$ cat src/r5_pkg.sv
package r5_pkg;

  //////////////////////////////////////////////////////////////////////
  // widths and word types
  //////////////////////////////////////////////////////////////////////

  localparam int XLEN = 32;  // register width, fixed
  localparam int ALEN = 32;  // byte address width, both buses

  typedef logic [XLEN-1:0]   xlen_t;      // register and data word
  typedef logic [ALEN-1:0]   addr_t;      // byte address
  typedef logic [31:0]       inst_t;      // instruction word
  typedef logic [4:0]        reg_idx_t;   // x0 .. x31
  typedef logic [XLEN/8-1:0] byte_sel_t;  // one bit per data byte

  localparam addr_t RESET_PC = 32'h0000_0000;  // first fetch

  // major opcodes, inst[6:0]
  localparam logic [6:0] OPC_LUI    = 7'b011_0111;
  localparam logic [6:0] OPC_AUIPC  = 7'b001_0111;
  localparam logic [6:0] OPC_JAL    = 7'b110_1111;
  localparam logic [6:0] OPC_JALR   = 7'b110_0111;
  localparam logic [6:0] OPC_BRANCH = 7'b110_0011;
  localparam logic [6:0] OPC_LOAD   = 7'b000_0011;
  localparam logic [6:0] OPC_STORE  = 7'b010_0011;
  localparam logic [6:0] OPC_OP_IMM = 7'b001_0011;
  localparam logic [6:0] OPC_OP     = 7'b011_0011;

  //////////////////////////////////////////////////////////////////////
  // control selects
  //////////////////////////////////////////////////////////////////////

  // encoded as {funct7[5], funct3}
  typedef enum logic [3:0] {
    ALU_ADD  = 4'b0000,
    ALU_SUB  = 4'b1000,
    ALU_SLL  = 4'b0001,
    ALU_SLT  = 4'b0010,
    ALU_SLTU = 4'b0011,
    ALU_XOR  = 4'b0100,
    ALU_SRL  = 4'b0101,
    ALU_SRA  = 4'b1101,
    ALU_OR   = 4'b0110,
    ALU_AND  = 4'b0111
  } alu_op_e;

  // funct3 of the branch, NONE sits on an unused code
  typedef enum logic [2:0] {
    BR_BEQ  = 3'b000,
    BR_BNE  = 3'b001,
    BR_NONE = 3'b010,
    BR_BLT  = 3'b100,
    BR_BGE  = 3'b101,
    BR_BLTU = 3'b110,
    BR_BGEU = 3'b111
  } br_op_e;

  typedef enum logic [1:0] {
    PC_INC,  // pc + 4
    PC_BRN,  // pc + imm if taken
    PC_JMP   // alu sum, bit 0 cleared
  } pc_sel_e;

  typedef enum logic [1:0] {
    WB_ALU,
    WB_MEM,
    WB_PCI,  // link address
    WB_NONE
  } wb_sel_e;

  typedef enum logic [1:0] {
    SZ_B,
    SZ_H,
    SZ_W
  } ls_size_e;

endpackage

$ cat src/r5_gpr.sv
`timescale 1ns/1ps

module r5_gpr import r5_pkg::*; (
  input  logic     clk,
  input  logic     rst,
  input  logic     rs1_en,
  input  logic     rs2_en,
  input  logic     rd_en,
  input  reg_idx_t rs1_adr,
  input  reg_idx_t rs2_adr,
  input  reg_idx_t rd_adr,
  output xlen_t    rs1_dat,
  output xlen_t    rs2_dat,
  input  xlen_t    rd_dat
);

  xlen_t regs [32];  // entry 0 never written

  // single write port, x0 stays zero
  always_ff @(posedge clk, posedge rst) begin
    if (rst) begin
      for (int i = 0; i < 32; i++) begin
        regs[i] <= '0;
      end
    end else if (rd_en && (rd_adr != '0)) begin
      regs[rd_adr] <= rd_dat;
    end
  end

  // combinational reads, zero when idle or x0
  assign rs1_dat = (rs1_en && (rs1_adr != '0)) ? regs[rs1_adr] : '0;
  assign rs2_dat = (rs2_en && (rs2_adr != '0)) ? regs[rs2_adr] : '0;

endmodule

$ cat src/r5_alu.sv
`timescale 1ns/1ps

module r5_alu import r5_pkg::*; (
  input  alu_op_e op,
  input  xlen_t   rs1,
  input  xlen_t   rs2,
  output xlen_t   rd,
  output xlen_t   sum
);

  logic [4:0] shamt;  // shift amount
  logic       lt;     // signed less than
  logic       ltu;    // unsigned less than

  // adder output regardless of op
  // load/store address and jump target come from here
  assign sum = rs1 + rs2;

  assign shamt = rs2[4:0];
  assign lt    = $signed(rs1) < $signed(rs2);
  assign ltu   = rs1 < rs2;

  always_comb begin
    case (op)
      ALU_ADD:  rd = sum;
      ALU_SUB:  rd = rs1 - rs2;
      ALU_SLL:  rd = rs1 << shamt;
      ALU_SLT:  rd = {31'd0, lt};
      ALU_SLTU: rd = {31'd0, ltu};
      ALU_XOR:  rd = rs1 ^ rs2;
      ALU_SRL:  rd = rs1 >> shamt;
      ALU_SRA:  rd = xlen_t'($signed(rs1) >>> shamt);  // arithmetic
      ALU_OR:   rd = rs1 | rs2;
      ALU_AND:  rd = rs1 & rs2;
      default:  rd = '0;
    endcase
  end

endmodule

$ cat src/r5_br.sv
`timescale 1ns/1ps

module r5_br import r5_pkg::*; (
  input  br_op_e op,
  input  xlen_t  rs1,
  input  xlen_t  rs2,
  output logic   tkn
);

  logic eq;   // equal
  logic lt;   // signed less than
  logic ltu;  // unsigned less than

  assign eq  = rs1 == rs2;
  assign lt  = $signed(rs1) < $signed(rs2);
  assign ltu = rs1 < rs2;

  always_comb begin
    case (op)
      BR_BEQ:  tkn = eq;
      BR_BNE:  tkn = ~eq;
      BR_BLT:  tkn = lt;
      BR_BGE:  tkn = ~lt;
      BR_BLTU: tkn = ltu;
      BR_BGEU: tkn = ~ltu;
      default: tkn = 1'b0;  // not a branch
    endcase
  end

endmodule

$ cat src/r5_lsu.sv
`timescale 1ns/1ps

module r5_lsu import r5_pkg::*; (
  input  ls_size_e  size,
  input  logic      sign,     // sign-extend load data
  input  addr_t     adr,      // full byte address
  input  xlen_t     wdata,    // store data, lane 0
  output byte_sel_t sel,
  output xlen_t     wdt,      // store data in its lanes
  input  xlen_t     rdt,      // bus read data
  output xlen_t     ld_data   // extended load result
);

  logic [1:0] ofs;      // byte offset in word
  logic [4:0] bit_ofs;  // same, in bits
  byte_sel_t  mask;     // select before shift
  xlen_t      wmask;    // data mask before shift
  xlen_t      rsh;      // read data moved to lane 0

  assign ofs     = adr[1:0];
  assign bit_ofs = {ofs, 3'b000};

  // size masks
  always_comb begin
    case (size)
      SZ_B: begin
        mask  = 4'b0001;
        wmask = 32'h0000_00ff;
      end
      SZ_H: begin
        mask  = 4'b0011;
        wmask = 32'h0000_ffff;
      end
      SZ_W: begin
        mask  = 4'b1111;
        wmask = 32'hffff_ffff;
      end
      default: begin
        mask  = 4'b1111;
        wmask = 32'hffff_ffff;
      end
    endcase
  end

  assign sel = mask << ofs;
  assign wdt = (wdata & wmask) << bit_ofs;  // store lanes

  // load path, shift down then extend
  assign rsh = rdt >> bit_ofs;

  always_comb begin
    case (size)
      SZ_B:    ld_data = {{24{sign & rsh[7]}}, rsh[7:0]};
      SZ_H:    ld_data = {{16{sign & rsh[15]}}, rsh[15:0]};
      default: ld_data = rsh;  // word
    endcase
  end

endmodule

$ cat src/r5_core.sv
`timescale 1ns/1ps

module r5_core import r5_pkg::*; (
  input  logic      clk,
  input  logic      rst,
  // program bus
  output logic      if_req,
  output addr_t     if_adr,
  input  inst_t     if_rdt,
  input  logic      if_ack,
  // data bus
  output logic      ls_req,  // read or write request
  output logic      ls_wen,  // write enable
  output addr_t     ls_adr,  // word aligned
  output byte_sel_t ls_sel,
  output xlen_t     ls_wdt,
  input  xlen_t     ls_rdt,  // valid the cycle after ack
  input  logic      ls_ack
);

  // fetch and pc
  logic       if_run;  // running since reset
  logic       id_vld;  // if_rdt holds the current instruction
  addr_t      if_pc;
  addr_t      if_pci;  // pc + 4
  addr_t      if_pcb;  // branch target
  addr_t      if_pcn;  // next pc
  logic       stall;
  logic       retire;  // next fetch accepted this cycle
  // decode
  inst_t      id_op;
  logic [6:0] opc;
  logic [2:0] f3;
  logic       f7b5;
  xlen_t      imm_i, imm_s, imm_b, imm_u, imm_j;
  xlen_t      imm;
  logic       rs1_en, rs2_en;
  reg_idx_t   rs1_adr, rs2_adr, rd_adr;
  logic       a1_pc;   // operand 1 from pc
  logic       a2_imm;  // operand 2 from immediate
  alu_op_e    alu_op;
  br_op_e     br_op;
  pc_sel_e    pc_sel;
  wb_sel_e    wb_sel;
  logic       ls_en;
  ls_size_e   ls_size;
  logic       ls_sign;
  // execute
  xlen_t      gpr_rs1, gpr_rs2, gpr_rd;
  logic       gpr_we;
  xlen_t      alu_rs1, alu_rs2, alu_rd, alu_sum;
  logic       br_tkn;
  xlen_t      ld_data;
  logic       ls_fin;  // transfer done for this instruction
  logic       ls_dly;  // load data phase, one cycle

  //////////////////////////////////////////////////////////////////////
  // fetch, stall and pc
  //////////////////////////////////////////////////////////////////////

  always_ff @(posedge clk, posedge rst) begin
    if (rst) if_run <= 1'b0;
    else     if_run <= 1'b1;
  end

  // no fetch while a load waits or a store is still unacked
  assign if_req = if_run & ~(ls_req & ~(ls_wen & ls_ack));
  assign if_adr = if_pcn;

  assign stall  = (if_req & ~if_ack)    // fetch waiting
                | (ls_req & ~ls_ack)    // data transfer waiting
                | (ls_req & ~ls_wen);   // load, data comes next cycle
  assign retire = id_vld & ~stall;

  always_ff @(posedge clk, posedge rst) begin
    if (rst) id_vld <= 1'b0;
    else     id_vld <= (if_req & if_ack) | (id_vld & stall);
  end

  always_ff @(posedge clk, posedge rst) begin
    if (rst)         if_pc <= RESET_PC;
    else if (retire) if_pc <= if_pcn;
  end

  assign if_pci = if_pc + 32'd4;
  assign if_pcb = if_pc + imm;  // imm is imm_b on branches

  always_comb begin
    if (!id_vld) begin
      if_pcn = if_pc;  // first fetch
    end else begin
      case (pc_sel)
        PC_INC:  if_pcn = if_pci;
        PC_BRN:  if_pcn = br_tkn ? if_pcb : if_pci;
        PC_JMP:  if_pcn = {alu_sum[31:1], 1'b0};
        default: if_pcn = if_pci;
      endcase
    end
  end

  //////////////////////////////////////////////////////////////////////
  // decode
  //////////////////////////////////////////////////////////////////////

  assign id_op   = if_rdt;  // memory holds it until next fetch
  assign opc     = id_op[6:0];
  assign f3      = id_op[14:12];
  assign f7b5    = id_op[30];
  assign rs1_adr = id_op[19:15];
  assign rs2_adr = id_op[24:20];
  assign rd_adr  = id_op[11:7];

  assign imm_i = {{20{id_op[31]}}, id_op[31:20]};
  assign imm_s = {{20{id_op[31]}}, id_op[31:25], id_op[11:7]};
  assign imm_b = {{19{id_op[31]}}, id_op[31], id_op[7], id_op[30:25], id_op[11:8], 1'b0};
  assign imm_u = {id_op[31:12], 12'h000};
  assign imm_j = {{11{id_op[31]}}, id_op[31], id_op[19:12], id_op[20], id_op[30:21], 1'b0};

  always_comb begin
    rs1_en  = 1'b0;
    rs2_en  = 1'b0;
    a1_pc   = 1'b0;
    a2_imm  = 1'b1;
    imm     = imm_i;
    alu_op  = ALU_ADD;
    br_op   = BR_NONE;
    pc_sel  = PC_INC;
    wb_sel  = WB_NONE;
    ls_en   = 1'b0;
    ls_wen  = 1'b0;
    ls_sign = ~f3[2];  // LBU, LHU clear it
    case (f3[1:0])
      2'b00:   ls_size = SZ_B;
      2'b01:   ls_size = SZ_H;
      default: ls_size = SZ_W;
    endcase
    case (opc)
      OPC_LUI: begin  // x0 read gives 0 + imm
        imm    = imm_u;
        wb_sel = WB_ALU;
      end
      OPC_AUIPC: begin
        a1_pc  = 1'b1;
        imm    = imm_u;
        wb_sel = WB_ALU;
      end
      OPC_JAL: begin
        a1_pc  = 1'b1;
        imm    = imm_j;
        pc_sel = PC_JMP;
        wb_sel = WB_PCI;
      end
      OPC_JALR: begin
        rs1_en = 1'b1;
        pc_sel = PC_JMP;
        wb_sel = WB_PCI;
      end
      OPC_BRANCH: begin  // alu and comparator see rs1, rs2
        rs1_en = 1'b1;
        rs2_en = 1'b1;
        a2_imm = 1'b0;
        imm    = imm_b;
        br_op  = br_op_e'(f3);
        pc_sel = PC_BRN;
      end
      OPC_LOAD: begin
        rs1_en = 1'b1;
        ls_en  = 1'b1;
        wb_sel = WB_MEM;
      end
      OPC_STORE: begin
        rs1_en = 1'b1;
        rs2_en = 1'b1;
        imm    = imm_s;
        ls_en  = 1'b1;
        ls_wen = 1'b1;
      end
      OPC_OP_IMM: begin  // funct7 only matters for SRAI
        rs1_en = 1'b1;
        alu_op = alu_op_e'({(f3 == 3'b101) & f7b5, f3});
        wb_sel = WB_ALU;
      end
      OPC_OP: begin
        rs1_en = 1'b1;
        rs2_en = 1'b1;
        a2_imm = 1'b0;
        alu_op = alu_op_e'({f7b5, f3});
        wb_sel = WB_ALU;
      end
      default: ;  // unsupported, retires as a nop
    endcase
  end

  //////////////////////////////////////////////////////////////////////
  // execute and load/store
  //////////////////////////////////////////////////////////////////////

  r5_gpr gpr (
    .clk     (clk),
    .rst     (rst),
    .rs1_en  (rs1_en),
    .rs2_en  (rs2_en),
    .rd_en   (gpr_we),
    .rs1_adr (rs1_adr),
    .rs2_adr (rs2_adr),
    .rd_adr  (rd_adr),
    .rs1_dat (gpr_rs1),
    .rs2_dat (gpr_rs2),
    .rd_dat  (gpr_rd)
  );

  assign alu_rs1 = a1_pc  ? if_pc : gpr_rs1;
  assign alu_rs2 = a2_imm ? imm   : gpr_rs2;

  r5_alu alu (
    .op  (alu_op),
    .rs1 (alu_rs1),
    .rs2 (alu_rs2),
    .rd  (alu_rd),
    .sum (alu_sum)
  );

  r5_br br (
    .op  (br_op),
    .rs1 (gpr_rs1),
    .rs2 (gpr_rs2),
    .tkn (br_tkn)
  );

  assign ls_req = id_vld & ls_en & ~ls_fin;  // once per instruction
  assign ls_adr = {alu_sum[31:2], 2'b00};

  r5_lsu lsu (
    .size    (ls_size),
    .sign    (ls_sign),
    .adr     (alu_sum),
    .wdata   (gpr_rs2),
    .sel     (ls_sel),
    .wdt     (ls_wdt),
    .rdt     (ls_rdt),
    .ld_data (ld_data)
  );

  // blocks a second request while the fetch still waits
  always_ff @(posedge clk, posedge rst) begin
    if (rst)                  ls_fin <= 1'b0;
    else if (retire)          ls_fin <= 1'b0;
    else if (ls_req & ls_ack) ls_fin <= 1'b1;
  end

  always_ff @(posedge clk, posedge rst) begin
    if (rst) ls_dly <= 1'b0;
    else     ls_dly <= ls_req & ls_ack & ~ls_wen;
  end

  //////////////////////////////////////////////////////////////////////
  // write back
  //////////////////////////////////////////////////////////////////////

  always_comb begin
    case (wb_sel)
      WB_ALU:  gpr_rd = alu_rd;
      WB_MEM:  gpr_rd = ld_data;
      WB_PCI:  gpr_rd = if_pci;  // link
      WB_NONE: gpr_rd = '0;
      default: gpr_rd = '0;
    endcase
  end

  // loads write in their data phase, the rest only when retiring
  assign gpr_we = (wb_sel == WB_MEM) ? ls_dly : (retire & (wb_sel != WB_NONE));

endmodule

$ cat config.mk
export PLATFORM = sky130hd
export DESIGN_NAME = r5_core
export DESIGN_NICKNAME = d
export VERILOG_FILES = /design/src/r5_pkg.sv /design/src/r5_gpr.sv /design/src/r5_alu.sv /design/src/r5_br.sv /design/src/r5_lsu.sv /design/src/r5_core.sv
export SDC_FILE = /design/constraint.sdc
export NUM_CORES = 2
export LEC_CHECK = 0
export BUFFER_PORTS_ARGS = -buffer_cell sky130_fd_sc_hd__buf_4
export CORE_UTILIZATION = 45
export DETAILED_ROUTE_END_ITERATION = 10
export HOLD_SLACK_MARGIN = 0.03
export PLACE_DENSITY_LB_ADDON = 0.25
export SLEW_MARGIN = 40
export SYNTH_ARGS = -nofsm -noshare
export SYNTH_HDL_FRONTEND = slang
export SYNTH_SLANG_ARGS = --single-unit
$ cat constraint.sdc
create_clock -name clk -period 95 [get_ports clk]
set_clock_uncertainty 0.2 [all_clocks]
set_input_delay 4.75 -clock clk [delete_from_list [all_inputs] [get_ports clk]]
set_output_delay 4.75 -clock clk [all_outputs]
set_load 0.01 [all_outputs]
==> Word level (Yosys, flattened, before mapping) <==
Cells that the tools add are included.
{ "totals": {"wordCells": 183, "inputBits": 68, "out_inout_bits": 103, "register_bits": 1060} }
{ "classes": {"n_addsub": 4, "bitwise_logic": 38, "n_shift": 6, "reduce_logical": 21, "n_lt_le_gt_ge": 8, "muxes": 36, "eq_ne": 33} }
{ "ops": {"columns": ["op", "n"], "rows": [
  ["bitwise mux 1024 bit", 1],
  ["2-to-1 mux 32 bit", 11],
  ["binary-select mux 32 bit (select 5 bit)", 2],
  ["case mux 32 bit (10 select lines)", 1],
  ["case mux 32 bit (2 select lines)", 3],
  ["demux 32 bit (select 5 bit)", 1],
  ["less-than comparator 32 bit", 4],
  ["case mux 32 bit (4 select lines)", 1],
  ["case mux 31 bit (4 select lines)", 1],
  ["adder 32 bit", 2],
  ["bitwise AND 32 bit", 2],
  ["left shift 32 x 5 -> 32 bit", 2],
  [">> shifter 32 x 5 -> 32 bit", 2],
  ["adder 32 x 3 -> 32 bit, second input constant", 1],
  ["== test 32 bit", 1],
  ["OR 32 bit", 1],
  [">>> shifter 32 x 5 -> 32 bit", 1],
  ["subtractor 32 bit", 1],
  ["bitwise XOR 32 bit", 1],
  ["== test 7 x 6 -> 1 bit, second input constant", 3],
  ["== test 7 bit, second input constant", 3],
  [">= comparator 6 bit, second input constant", 3],
  ["inverter 5 -> 6 bit", 3],
  ["bitwise AND 1 bit", 17],
  ["31 further kinds", 78]
]} }

==> Logic depth before layout (Yosys ltp) <==
{ "logic_depth": {"word_depth": 16, "ltp_mapped": 31, "depth_no_buf": 22} }

==> Modules after synthesis <==
Synthesis repeated with hierarchy kept, for this count alone.
{ "hier_totals": {"cells_unflattened": 6123, "hier_area_um2": 71436.0} }
{ "by_module_without_submodules": {"columns": ["module", "instances", "area_each_um2", "seq_area_each_um2", "cells_per_inst"], "rows": [
  ["r5_gpr", 1, 54034.3, 25624.6, 3600],
  ["r5_alu", 1, 8559.5, 0.0, 1287],
  ["r5_core", 1, 6611.3, 900.9, 920],
  ["r5_lsu", 1, 1366.3, 0.0, 196],
  ["r5_br", 1, 864.6, 0.0, 120]
]} }

==> Worst setup path after synthesis <==
Ideal clock, no wire load.
{ "synth_path": {"kind": "input-to-output", "startpoint": "in if_rdt[20]", "endpoint": "out if_adr[29]", "t_arrival_ns": 11.010, "slack_ns": 79.040, "required_ns": 90.050, "stages": 27, "n_path_buf": 11, "path_cell_list": "buf_6 > buf_12 > buf_12 > buf_12 > buf_12 > buf_6 > clkbuf_1 > buf_2 > clkbuf_1 > mux4_2 > mux4_2 > mux2_2 > nand2_1 > o21ai_0 > ha_1 > clkbuf_1 > a21oi_1 > a211o_1 > o21ai_0 > a41o_1 > clkbuf_1 > a41oi_1 > o21ai_0 > a21oi_1 > xnor2_1 > a22oi_1 > a31oi_1"} }
{ "synth_via": {"elab_cells_between_ends": 21, "classes_between": "add/sub (2); order compare (2); eq/ne (1); mux (10); bitwise (4); reduce/logical (2)"} }
{ "synth_rtl": {"columns": ["element", "line", "rtl"], "rows": [
  ["start, declared", "r5_core.sv:9", "input inst_t if_rdt,"],
  ["inverter 5 -> 6 bit (implied by the code)", "r5_gpr.sv:32", "assign rs2_dat = (rs2_en && (rs2_adr != '0)) ? regs[rs2_adr] : '0;"],
  ["binary-select mux 32 bit (select 5 bit)", "r5_gpr.sv:32", null],
  ["2-to-1 mux 32 bit (implied by the code) (2 in series)", "r5_gpr.sv:32", null],
  ["2-to-1 mux 32 bit", "r5_gpr.sv:32", null],
  ["2-to-1 mux 32 bit *", "r5_core.sv:213", "assign alu_rs2 = a2_imm ? imm : gpr_rs2;"],
  ["adder 32 bit *", "r5_alu.sv:17", "assign sum = rs1 + rs2;"],
  ["net ls_adr[29]", "r5_core.sv:14", "output addr_t ls_adr,"],
  ["case mux 32 bit (2 select lines) *", "r5_core.sv:92", "case (pc_sel)"],
  ["2-to-1 mux 32 bit *", "r5_core.sv:89", "if (!id_vld) begin"],
  ["end, declared", "r5_core.sv:8", "output addr_t if_adr,"]
]} }
The timed path passes the listed nets; every way through them passes the cells marked *. The select of a mux whose other input is x is not followed.

==> Worst setup path after layout <==
{ "layout_path": {"startpoint": "in if_rdt[15]", "endpoint": "out if_adr[4]"} }
{ "layout_via": {"elab_chain_cells": 11, "elab_cells_between_ends": 19, "classes_between": "add/sub (1); order compare (2); eq/ne (1); mux (9); bitwise (4); reduce/logical (2)"} }
{ "layout_rtl": {"columns": ["element", "line", "rtl"], "rows": [
  ["inverter 5 -> 6 bit (implied by the code)", "r5_gpr.sv:31", "assign rs1_dat = (rs1_en && (rs1_adr != '0)) ? regs[rs1_adr] : '0;"],
  ["binary-select mux 32 bit (select 5 bit)", "r5_gpr.sv:31", null],
  ["2-to-1 mux 32 bit (implied by the code) (2 in series)", "r5_gpr.sv:31", null],
  ["2-to-1 mux 32 bit *", "r5_gpr.sv:31", null],
  ["less-than comparator 32 bit (tied with other cells)", "r5_br.sv:16", "assign ltu = rs1 < rs2;"],
  ["inverter 1 bit (on tied branches)", "r5_br.sv:25, r5_br.sv:21, r5_br.sv:23", null],
  ["case mux 1 bit (6 select lines)", "r5_br.sv:19", "case (op)"],
  ["2-to-1 mux 32 bit", "r5_core.sv:94", "PC_BRN: if_pcn = br_tkn ? if_pcb : if_pci;"],
  ["case mux 32 bit (2 select lines) *", "r5_core.sv:92", null],
  ["2-to-1 mux 32 bit *", "r5_core.sv:89", null]
]} }
Mark *: on every way between the ends. The rest lies on a longest branch, timed or not. The select of a mux whose other input is x is not followed.

==> results.cfg <==
[run_status]
outcome = complete, no violations

[grt]
grt_pass1_wl_mm = 462
grt_overflow = 0
grt_max_degree = 160
grt_util_all_layers_pct = 40.1
antenna_found_initial = 19
grt_pass1_vias = 58900

[detailed_routing]
drtAntennaViolNets = 0
drt_iter0_drc = 7575
vias_per_cell = 6.84
route.detailed.drc = 0
num_vias = 61700
dr.pass1.iters = 6
wl_mm = 328
routedWlPerCell_um = 36.3

[sta]
fmax_mhz = 53.1
setup_viol = 0
worstMarginPinSlew_ns = 1.03
final.period_utilization_pct = 19.8
finalSetupTns_ns = 0
timing.hold.ws_ns = 0.198
period_minus_slack_ns = 18.84
rsz0062_at_grt = no
slew_headroom_pct = 31.0
finalHoldViolations = 0
finalWorstSetupSlack_ns = 76.16
slew_violations = 0

[layout]
fin_area_sq_um = 78800
utilization_pct = 50.2
nNetsFinal = 7094
drive_above_1_share_pct = 24.0
fin_cells = 9022
area_growth_pct = 10.1

[power_and_ir_drop]
p_leak_nw = 35.7
power_mw = 1.08
powerDensity_nw_per_um2 = 13.7
ir_drop_mv = 0.0139

[die]
io_pins = 171
dieArea_sq_um = 161000
start_util_pct = 45.6
die_w_um = 401
die_h_um = 401
core_sq_um = 157000
fp-row-count = 145

[clock_network]
worstSkewPairLatency_ns = 0.80
cts_tree = built
clockBufferDepth = 3
ctsRootBufferMaster = clkbuf_16
holdBufCountCts = 0
cts_sinks = 1060
cts.repair.resized = 0
path_clk_slew_ns = 0.06
numCtsBuffers = 116
htreeDepth = 3
cts_setup_buffers = 0

[worst_hold_path]
min_to = gpr.regs[1020]
hold_start = gpr.regs[1020]
hold_depth = 0
hold_path.class = reg2reg

[setup_path]
end_kind = primary output
r2r_start = gpr.regs[545]
r2r_end = gpr.regs[314]
reg2reg_depth = 20
crit_path_max_incr_delay_ns = 0.80
ff2ff_setup_slack_ns = 86.52
cp_num_buf_inv = 8
cp_top_family = buffers and inverters
worstPathRequired_ns = 90.05
cp_cell_sequence = buf_8 -> buf_16 -> buf_6 -> buf_4 -> buf_4 -> buf_6 -> mux2i_1 -> o22ai_1 -> nor3_1 -> or4_1 -> nor2_1 -> ha_1 -> a21oi_1 -> nor2_1 -> a211oi_1 -> o21ai_0 -> a311oi_1 -> a21boi_0 -> a211oi_1 -> buf_4 -> nand2b_1 -> or4b_2 -> a41oi_1 -> buf_4
crit_path_frequent_cell = buf_4
criticalPathCategory = in2out
cpMaxStageDelayCell = buf_4
startpoint_type = input pin
worstPathArrival_ns = 13.89
cp_max_fo = 52

[yosys]
yosysWarnings = 0
synth_edf_count = 0
synth.area.top_cells = dfrtp_1 (37%), mux2i_1 (9.8%), mux4_2 (9.5%)
synth_flop_cell = dfrtp_1
yosysSeqAreaShare_pct = 37.1
synthCells = 7023
syn_area_sq_um = 71500
synth_top_area_share_pct = 37.1
yosysTopAreaCell = dfrtp_1
ys_ff_latch = 1060
ys_async_sr_fraction_pct = 100
postSynthAreaPerCell_sq_um = 10.2
synthDistinctLibCells = 119

[placement]
pre_cts_ws_ns = 76.10
place_hpwl_mm = 226
place_area_sq_um = 74500
place_inst = 8794
numPortBuffers = 168
routabilityCongestion = 1.10

[run]
drv_cap = 0
==> synth_stat cells (28+ instances only) <==
cell type and n:
nor2_1 308, o21ai_0 502, buf_4 38, ha_1 163, o22ai_1 331, mux2i_1 699
o31ai_1 48, nand3_1 55, buf_6 51, a211oi_1 29, inv_1 152, xnor2_1 66
mux4_2 301, a221oi_1 31, nor3_1 178, buf_2 123, nand2_1 810, nand2b_1 28
a21o_1 65, buf_1 36, dfrtp_1 1060, mux2_2 587, a21oi_1 224, clkbuf_1 409
or4_1 42, o21ai_1 119, xor2_1 28
==> power breakdown <==
| part | leakage (nW) | switching (mW) | internal [mW] |
|---|---|---|---|
| Clock | 1.99 | 0.202 | 0.277 |
| Sequential | 14.8 | 0.00341 | 0.453 |
| Combinational | 18.9 | 0.101 | 0.0415 |
==> flip-flops by register name (all words and copies together), names as in the netlist <==
register  flops
gpr.regs   1024
if_pc        32
id_vld        1
if_run        1
ls_dly        1
ls_fin        1
==> cells by family after synthesis <==
group                      Yosys count  share of synthesized area [%]
buffers and inverters              826                           5.47
other                                2                         0.0105
xor gates and xnor gates            94                           1.15
DFF                               1060                           37.1
muxes                             1593                           28.7
AOI/OAI and AO/OA                 1670                           14.6
and+or+nand+nor                   1612                           10.1
adders and majority gates          166                           2.94
==> layout make-up <==
| cell class | instances | area (sq um) |
|---|---|---|
| fill | 14300 | 78200 |
| multi-input combinational | 5138 | 41800 |
| sequential | 1060 | 26500 |
| clock buffer | 170 | 3500 |
| timing repair buffer | 385 | 3200 |
| tap | 2058 | 2570 |
| inverter | 159 | 614 |
| clock inverter | 48 | 539 |
| antenna | 4 | 10.0 |
==> placed cells by master (no fill, tap or decap), drive strengths merged, types with 171 or more instances in the layout <==
cell type  count
dfrtp       1060
nand2        812
mux2i        702
o21ai        641
mux2         589
buf          384
o22ai        333
nor2         313
mux4         302
a21oi        225
nor3         181
clkbuf       171
==> how the worst max path moves through the flow <==
stage,startpoint,endpoint,cells after the start
6_report,if_rdt[15],if_adr[4],24
5_1_grt,if_rdt[15],if_adr[4],25
4_1_cts,if_rdt[20],if_adr[4],22
3_5_place_dp,if_rdt[20],if_adr[4],22
3_3_place_gp,if_rdt[15],if_adr[4],23
2_1_floorplan,rst,gpr.regs[0],1
==> routing by layer <==
metal	track usage (%)	part of all wire [%]
met1	54.5	40
met2	58.7	43
met3	9.13	10
met4	22.5	6.7
met5	0.387	0.031
Note: power is estimated with default switching activity, not from simulation.
